$ cat src/verilog/overlay_pixel_pkg.sv
package overlay_pixel_pkg;

  localparam int chan_w = 4;      // bits per colour channel
  localparam int filter_w = 3;    // one bit each for red, green, blue
  localparam int centroid_w = 8;  // one bit per strip segment
  localparam int prox_w = 3;

  // 4-4-4 word as stored in the frame buffer
  typedef struct packed {
    logic [chan_w-1:0] red;    // bits 11:8
    logic [chan_w-1:0] green;  // bits 7:4
    logic [chan_w-1:0] blue;   // bits 3:0
  } buf_pixel_t;

  // colour sent to the vga dac
  typedef struct packed {
    logic [chan_w-1:0] red;
    logic [chan_w-1:0] green;
    logic [chan_w-1:0] blue;
  } vga_rgb_t;

  // status coming from the image processing of one camera
  typedef struct packed {
    logic [filter_w-1:0]   rgbfilter;  // 2 red, 1 green, 0 blue
    logic [centroid_w-1:0] centroid;
    logic [prox_w-1:0]     proximity;  // 7 is closest
  } cam_status_t;

  localparam vga_rgb_t black = '0;

endpackage

$ cat src/verilog/overlay_geom_pkg.sv
package overlay_geom_pkg;

  localparam int num_cams = 2;  // 0 left, 1 right
  localparam int addr_w = 15;   // 160*120 pixels fit in 2^15
  localparam int pos_w = 10;
  localparam int local_col_w = 8;
  localparam int row_band_w = 3;

  // qqvga image size
  localparam logic [pos_w-1:0] img_cols = 10'd160;
  localparam logic [pos_w-1:0] img_rows = 10'd120;

  // first column of each camera image with index 0 on the left
  localparam logic [num_cams-1:0][pos_w-1:0] cam_col_origin = {10'd256, 10'd0};

  localparam logic [pos_w-1:0] prox_cols = 10'd8;          // bar right of each image
  localparam logic [pos_w-1:0] centroid_rows = 10'd8;      // strip under each image
  localparam logic [pos_w-1:0] centroid_seg_cols = 10'd20; // 8 segments over 160 columns

  // filter colour boxes share one band of rows
  localparam logic [pos_w-1:0] fbox_row_min = 10'd128;
  localparam logic [pos_w-1:0] fbox_rows = 10'd8;
  localparam logic [num_cams-1:0][pos_w-1:0] fbox_col_origin = {10'd256, 10'd24};
  localparam logic [pos_w-1:0] fbox_cols = 10'd8;

  // what one camera channel draws at the current pixel
  typedef enum logic [2:0] {
    region_none,
    region_image,
    region_proximity,
    region_centroid,
    region_filterbox
  } region_e;

  typedef struct packed {
    region_e                region;
    logic [local_col_w-1:0] local_col;   // column relative to the camera origin
    logic [row_band_w-1:0]  row_band;    // row bits 6:4 for the proximity bar
    logic                   in_img_rows;
  } cam_view_t;

endpackage
$ cat src/verilog/vga_overlay_top.sv
module vga_overlay_top (
  input  logic                                  rst,      // pixel clock
  input  logic                                  clk,      // async reset, active high
  input  logic                                  visible,
  input  logic                                  new_pxl,
  input  logic                                  rgbmode,
  input  logic [overlay_geom_pkg::pos_w-1:0]    col,
  input  logic [overlay_geom_pkg::pos_w-1:0]    row,
  input  overlay_pixel_pkg::cam_status_t [overlay_geom_pkg::num_cams-1:0] cam_status,
  input  overlay_pixel_pkg::buf_pixel_t  [overlay_geom_pkg::num_cams-1:0] frame_pixel,
  output logic [overlay_geom_pkg::num_cams-1:0][overlay_geom_pkg::addr_w-1:0] frame_addr,
  output overlay_pixel_pkg::vga_rgb_t           vga
);

  overlay_geom_pkg::cam_view_t   [overlay_geom_pkg::num_cams-1:0] view;
  overlay_pixel_pkg::vga_rgb_t   [overlay_geom_pkg::num_cams-1:0] cam_color;

  screen_region_decoder region_dec_i (
    .col  (col),
    .row  (row),
    .view (view)
  );

  // one channel per camera with index 0 on the left
  for (genvar c = 0; c < overlay_geom_pkg::num_cams; c++) begin : g_cam
    camera_overlay cam_i (
      .rst         (rst),
      .clk         (clk),
      .view        (view[c]),
      .status      (cam_status[c]),
      .frame_pixel (frame_pixel[c]),
      .rgbmode     (rgbmode),
      .new_pxl     (new_pxl),
      .frame_addr  (frame_addr[c]),
      .color       (cam_color[c])
    );
  end

  pixel_compositor compositor_i (
    .rst     (rst),
    .clk     (clk),
    .visible (visible),
    .color   (cam_color),
    .vga     (vga)
  );

endmodule

$ cat src/verilog/pixel_compositor.sv
module pixel_compositor (
  input  logic                        rst,      // pixel clock
  input  logic                        clk,      // async reset, active high
  input  logic                        visible,
  input  overlay_pixel_pkg::vga_rgb_t [overlay_geom_pkg::num_cams-1:0] color,
  output overlay_pixel_pkg::vga_rgb_t vga
);

  overlay_pixel_pkg::vga_rgb_t merged;
  overlay_pixel_pkg::vga_rgb_t next_vga;

  // camera regions never overlap, an idle channel outputs black,
  // so a plain or of all channels picks the active one
  always_comb begin
    merged = overlay_pixel_pkg::black;
    for (int c = 0; c < overlay_geom_pkg::num_cams; c++) begin
      merged = merged | color[c];
    end
  end

  // nothing is driven during blanking
  assign next_vga = visible ? merged : overlay_pixel_pkg::black;

  always_ff @(posedge rst or posedge clk) begin
    if (clk) begin
      vga <= overlay_pixel_pkg::black;
    end else begin
      vga <= next_vga;
    end
  end

endmodule

$ cat src/verilog/camera_overlay.sv
module camera_overlay (
  input  logic                                 rst,  // pixel clock
  input  logic                                 clk,  // async reset, active high
  input  overlay_geom_pkg::cam_view_t          view,
  input  overlay_pixel_pkg::cam_status_t       status,
  input  overlay_pixel_pkg::buf_pixel_t        frame_pixel,
  input  logic                                 rgbmode,
  input  logic                                 new_pxl,
  output logic [overlay_geom_pkg::addr_w-1:0]  frame_addr,
  output overlay_pixel_pkg::vga_rgb_t          color
);

  overlay_pixel_pkg::vga_rgb_t image_color;
  overlay_pixel_pkg::vga_rgb_t filter_color;
  logic [overlay_pixel_pkg::prox_w-1:0] prox_inv;
  logic [2:0]                           seg_idx;
  logic                                 prox_on;
  logic                                 centroid_on;
  logic                                 addr_step;

  // read address steps once per pixel through the image

  assign addr_step = (view.region == overlay_geom_pkg::region_image) && new_pxl;

  always_ff @(posedge rst or posedge clk) begin
    if (clk) begin
      frame_addr <= '0;
    end else if (!view.in_img_rows) begin
      frame_addr <= '0;  // restart for the next frame
    end else if (addr_step) begin
      frame_addr <= frame_addr + 1'b1;
    end
  end

  // frame_pixel belongs to the current address
  always_comb begin
    if (rgbmode) begin
      image_color.red   = frame_pixel.red;
      image_color.green = frame_pixel.green;
      image_color.blue  = frame_pixel.blue;
    end else begin
      // grey value taken from bits 7:4 of the word
      image_color.red   = frame_pixel[7:4];
      image_color.green = frame_pixel[7:4];
      image_color.blue  = frame_pixel[7:4];
    end
  end

  // filter bits expanded to full intensity
  assign filter_color.red   = {overlay_pixel_pkg::chan_w{status.rgbfilter[2]}};
  assign filter_color.green = {overlay_pixel_pkg::chan_w{status.rgbfilter[1]}};
  assign filter_color.blue  = {overlay_pixel_pkg::chan_w{status.rgbfilter[0]}};

  // vertical bar grows towards the top as the object gets closer
  // proximity 7 lights every band, proximity 0 only the lowest one
  assign prox_inv = ~status.proximity;
  assign prox_on  = prox_inv <= view.row_band;

  // one centroid bit per 20 column segment with bit 0 on the left
  assign seg_idx = 3'(view.local_col / overlay_geom_pkg::centroid_seg_cols);
  assign centroid_on = status.centroid[seg_idx];

  always_comb begin
    color = overlay_pixel_pkg::black;
    case (view.region)
      overlay_geom_pkg::region_image: begin
        color = image_color;
      end
      overlay_geom_pkg::region_proximity: begin
        if (prox_on) begin
          color = filter_color;
        end
      end
      overlay_geom_pkg::region_centroid: begin
        if (centroid_on) begin
          color = filter_color;
        end
      end
      overlay_geom_pkg::region_filterbox: begin
        color = filter_color;  // shows which colour is being tracked
      end
      default: begin
        color = overlay_pixel_pkg::black;
      end
    endcase
  end

endmodule

$ cat src/verilog/screen_region_decoder.sv
module screen_region_decoder (
  input  logic [overlay_geom_pkg::pos_w-1:0] col,
  input  logic [overlay_geom_pkg::pos_w-1:0] row,
  output overlay_geom_pkg::cam_view_t [overlay_geom_pkg::num_cams-1:0] view
);

  // row bands are common to both cameras
  logic in_img;
  logic in_centroid;
  logic in_fbox;

  assign in_img = row < overlay_geom_pkg::img_rows;

  assign in_centroid = (row >= overlay_geom_pkg::img_rows) &&
                       (row < overlay_geom_pkg::img_rows + overlay_geom_pkg::centroid_rows);

  assign in_fbox = (row >= overlay_geom_pkg::fbox_row_min) &&
                   (row < overlay_geom_pkg::fbox_row_min + overlay_geom_pkg::fbox_rows);

  for (genvar c = 0; c < overlay_geom_pkg::num_cams; c++) begin : g_cam
    logic [overlay_geom_pkg::pos_w-1:0] rel_col;
    logic                               in_img_cols;
    logic                               in_prox_cols;
    logic                               in_fbox_cols;
    overlay_geom_pkg::cam_view_t        cam_view;

    // left of the origin the difference wraps to a large value, so a
    // single unsigned compare covers both ends of the image
    assign rel_col = col - overlay_geom_pkg::cam_col_origin[c];

    assign in_img_cols = rel_col < overlay_geom_pkg::img_cols;

    assign in_prox_cols = (rel_col >= overlay_geom_pkg::img_cols) &&
                          (rel_col < overlay_geom_pkg::img_cols + overlay_geom_pkg::prox_cols);

    // box position is absolute and the left box sits inside the left image columns
    assign in_fbox_cols = (col >= overlay_geom_pkg::fbox_col_origin[c]) &&
                          (col < overlay_geom_pkg::fbox_col_origin[c] +
                                 overlay_geom_pkg::fbox_cols);

    always_comb begin
      if (in_img && in_img_cols) begin
        cam_view.region = overlay_geom_pkg::region_image;
      end else if (in_img && in_prox_cols) begin
        cam_view.region = overlay_geom_pkg::region_proximity;
      end else if (in_centroid && in_img_cols) begin
        cam_view.region = overlay_geom_pkg::region_centroid;
      end else if (in_fbox && in_fbox_cols) begin
        cam_view.region = overlay_geom_pkg::region_filterbox;
      end else begin
        cam_view.region = overlay_geom_pkg::region_none;
      end
      cam_view.local_col   = rel_col[overlay_geom_pkg::local_col_w-1:0];
      cam_view.row_band    = row[6:4];  // 8 bands of 16 rows
      cam_view.in_img_rows = in_img;
    end

    assign view[c] = cam_view;
  end

endmodule

$ cat config.mk
export PLATFORM = sky130hd
export DESIGN_NAME = vga_overlay_top
export DESIGN_NICKNAME = d
export VERILOG_FILES = /design/src/verilog/overlay_pixel_pkg.sv /design/src/verilog/overlay_geom_pkg.sv /design/src/verilog/vga_overlay_top.sv /design/src/verilog/pixel_compositor.sv /design/src/verilog/camera_overlay.sv /design/src/verilog/screen_region_decoder.sv
export SDC_FILE = /design/constraint.sdc
export NUM_CORES = 1
export LEC_CHECK = 0
export BUFFER_PORTS_ARGS = -buffer_cell sky130_fd_sc_hd__buf_2
export CAP_MARGIN = 20
export CORE_UTILIZATION = 35
export CTS_CLUSTER_DIAMETER = 50
export DETAILED_ROUTE_END_ITERATION = 7
export PLACE_DENSITY_LB_ADDON = 0.3
export SLEW_MARGIN = 5
export SYNTH_ARGS = -nofsm -noshare
export SYNTH_HDL_FRONTEND = slang
export SYNTH_SLANG_ARGS = --single-unit
$ cat constraint.sdc
create_clock -name rst -period 2.1 [get_ports rst]
set_input_delay 0.105 -clock rst [delete_from_list [all_inputs] [get_ports rst]]
set_output_delay 0.105 -clock rst [all_outputs]
set_load 0.005 [all_outputs]
==> results.sh <==
export IMPL_worstSkewPairLatency_ns=0.29
export IMPL_synth_fp_nets=427
export IMPL_port_buffers=115
export IMPL_syn_inst=339
export IMPL_clock_skew_ns=0.002419
export IMPL_netlist_area_um2=2962
export IMPL_regArea_um2=1051
export IMPL_yosysWarnings=0
export IMPL_cp_required_ns=2.27
export IMPL_final_cell_mix="buf_2, dfrtp_1, nand2_1, nor2_1, a21oi_1"
export IMPL_maxCapViolations=0
export IMPL_num_antenna_cells=0
export IMPL_cp_end_kind="flop"
export IMPL_tritoncts="yes"
export IMPL_ys_seq_area_frac=0.3549
export IMPL_slowest_stage="a2111oi_2"
export IMPL_cts_root_buffer="clkbuf_8"
export IMPL_drc=0
export IMPL_cp_cell_sequence="buf_2 -> nor3b_1 -> o22ai_2 -> and3_1 -> a2111oi_2 -> a211oi_1 -> o211a_1 -> o211ai_2 -> nand2_1"
export IMPL_final_area_um2=3850
export IMPL_drtAntennaViolNets=0
export IMPL_start_kind="input pin"
export IMPL_multiInputGateArea_um2=1780
export IMPL_fillers=835
export IMPL_antenna_found_initial=1
export IMPL_finalSetupViolations=0
export IMPL_final_hold_viol_count=0
export IMPL_grt_max_degree=27
export IMPL_vias=2912
export IMPL_finalCritPeriodShare=0.8803
export IMPL_synth_edf_count=0
export IMPL_gp_congestion=0.8315
export IMPL_chipWidth_um=93.99
export IMPL_grt_pass1_wl_um=12480
export IMPL_cts_hold_buf=1
export IMPL_setup_tns_final_ns=0
export IMPL_via_per_inst=5.082
export IMPL_max_slew_margin_rel=0.4708
export IMPL_nets=555
export IMPL_synth_async_reset_ratio=1.000
export IMPL_ys_seq_elements=42
export IMPL_cts_setup_buffers=0
export IMPL_hpwl_um=6336
export IMPL_rsz0062_at_grt="false"
export IMPL_cp_max_fo=11
export IMPL_status="complete, no violations"
export IMPL_drtIter0Drc=98
export IMPL_worstSetupPathType="input pin to flop"
export IMPL_worstPathArrival_ns=2.02
export IMPL_min_period_ns=1.849
export IMPL_initial_core_util=0.3604
export IMPL_cts_resized=0
export IMPL_worstPathBufferInverterCount=1
export IMPL_reg2reg_depth=8
export IMPL_worstMarginPinSlew_ns=0.7929
export IMPL_htree_levels=2
export IMPL_coreArea_um2=8217
export IMPL_fmax_ghz=0.5409
export IMPL_drt_pass1_iterations=4
export IMPL_syn_area_per_cell_um2=8.736
export IMPL_p_leak_nw=1.984
export IMPL_numCtsBuffers=5
export IMPL_post_dp_cell_area_um2=3734
export IMPL_timing_final_ws_setup_ns=0.2514
export IMPL_cp_top_family="compound AO/OA/AOI/OAI gates"
export IMPL_yosysUniqueCellTypes=54
export IMPL_pwr_density_cell_nw_per_um2=459.4
export IMPL_drv_slew=0
export IMPL_die_area_um2=8833
export IMPL_dp_worst_setup_slack_ns=-0.05127
export IMPL_clockBufferDepth=2
export IMPL_routed_wl_um=7851
export IMPL_fp_dieH_um=93.99
export IMPL_hp_class="input pin to flop"
export IMPL_worstSetupPathDepth=9
export IMPL_syn2layout_area_growth_pct=30.00
export IMPL_holdPathStages=3
export IMPL_grt_use_total=0.1804
export IMPL_peakVddDrop_uv=207.2
export IMPL_final_util=0.4686
export IMPL_wl_per_cell_um=13.70
export IMPL_drive_gt1_frac=0.3462
export IMPL_layout_commonest_cell="buf_2"
export IMPL_grt_pass1_vias=2673
export IMPL_rows=33
export IMPL_clkSlewWorstSetupHoldPaths_ns=0.08
export IMPL_cts_sinks=42
export IMPL_synthFlopType="dfrtp_1"
export IMPL_grt_overflow=0
export IMPL_ios=119
export IMPL_cp_slowest_stage_delay_ns=0.34
## metal layers
metal,global-route usage,up-vias,routed length [um]
met1,0.2298,1342,3592
met2,0.3011,94,3578
met4,0.07179,0,187
met5,0,-,0
met3,0.03155,15,493
li1,-,1461,-
## stage by stage
step | std cells | total power [mW] | hold slack (ns)
floorplan | 339 | 1.023 | 0.2427
global placement | 564 | 1.152 | 0.2879
detailed placement | 564 | 1.159 | 0.2949
CTS | 573 | 1.795 | 0.08584
global route | 573 | 1.866 | 0.1039
finish | 573 | 1.769 | 0.09243
## Yosys cell counts, drive strengths merged, types with 2 or more instances
| cell | number | area share |
|---|---|---|
| a31oi | 6 | 0.021 |
| o211ai | 5 | 0.018 |
| o22ai | 10 | 0.023 |
| nor4 | 2 | 0.0042 |
| nand3 | 22 | 0.037 |
| nor2 | 35 | 0.044 |
| a211oi | 2 | 0.0051 |
| and2 | 5 | 0.011 |
| or2 | 2 | 0.0051 |
| nand2b | 3 | 0.0063 |
| clkbuf | 9 | 0.012 |
| xor2 | 23 | 0.068 |
| nand2 | 38 | 0.051 |
| dfrtp | 42 | 0.35 |
| mux2i | 3 | 0.010 |
| buf | 6 | 0.016 |
| and4 | 2 | 0.0059 |
| xnor2 | 4 | 0.012 |
| a21o | 2 | 0.0051 |
| o21ai | 7 | 0.012 |
| and3b | 2 | 0.0059 |
| and3 | 8 | 0.017 |
| ha | 11 | 0.046 |
| a22o | 4 | 0.012 |
| inv | 12 | 0.015 |
| a2111oi | 3 | 0.015 |
| a21oi | 33 | 0.056 |
| nor3 | 3 | 0.0068 |
| nor2b | 13 | 0.030 |
| nand4 | 7 | 0.015 |
## where the power goes
group / leakage (nW) / switching [mW] / internal, mW / total, mW
clock network: 0.0524 / 0.271 / 0.356 / 0.627
logic: 1.34 / 0.175 / 0.156 / 0.330
registers: 0.587 / 0.00108 / 0.810 / 0.811
total: 1.98 / 0.447 / 1.32 / 1.77
## cell families after synthesis
| logic type | share of synthesized area |
|---|---|
| AO/OA/AOI/OAI | 0.2104 |
| XOR/XNOR | 0.07985 |
| adder cells (fa/ha/maj) | 0.04647 |
| buffers and inverters | 0.04394 |
| flip-flops | 0.3549 |
| multiplexers | 0.01394 |
| AND/OR/NAND/NOR | 0.2505 |
## registers in the layout (all words and copies together) (netlist names)
register and cells:
g_cam.cam_i.frame_addr 30, compositor_i.vga 12
## cell type report
type                            count  area share
Tap cell                          105     0.03412
Clock buffer                        7     0.01982
Clock inverter                      1    0.007800
Multi-Input combinational cell    270      0.4625
Timing Repair Buffer              136      0.1911
Inverter                           12     0.01170
Sequential cell                    42      0.2730
## worst paths after layout
check                                              start                            end  slack, ns
max in group asynchronous                            clk   g_cam[0].cam_i.frame_addr[2]       0.94
max                                               col[5]           compositor_i.vga[11]       0.25
min in group asynchronous                            clk   g_cam[0].cam_i.frame_addr[5]       0.50
min reg2reg                g_cam[1].cam_i.frame_addr[14]  g_cam[1].cam_i.frame_addr[14]       0.54
max reg2reg                 g_cam[1].cam_i.frame_addr[3]  g_cam[1].cam_i.frame_addr[12]       0.36
min                                              new_pxl   g_cam[1].cam_i.frame_addr[1]       0.09
## worst register-to-register path, delay by kind of cell (launching register included)
family / cells / cell delay (ns)
XOR/XNOR: 1 / 0.15
AO/OA/AOI/OAI: 1 / 0.15
flip-flops: 1 / 0.43
AND/OR/NAND/NOR: 6 / 0.89
Power figures use the tool's default switching activity.
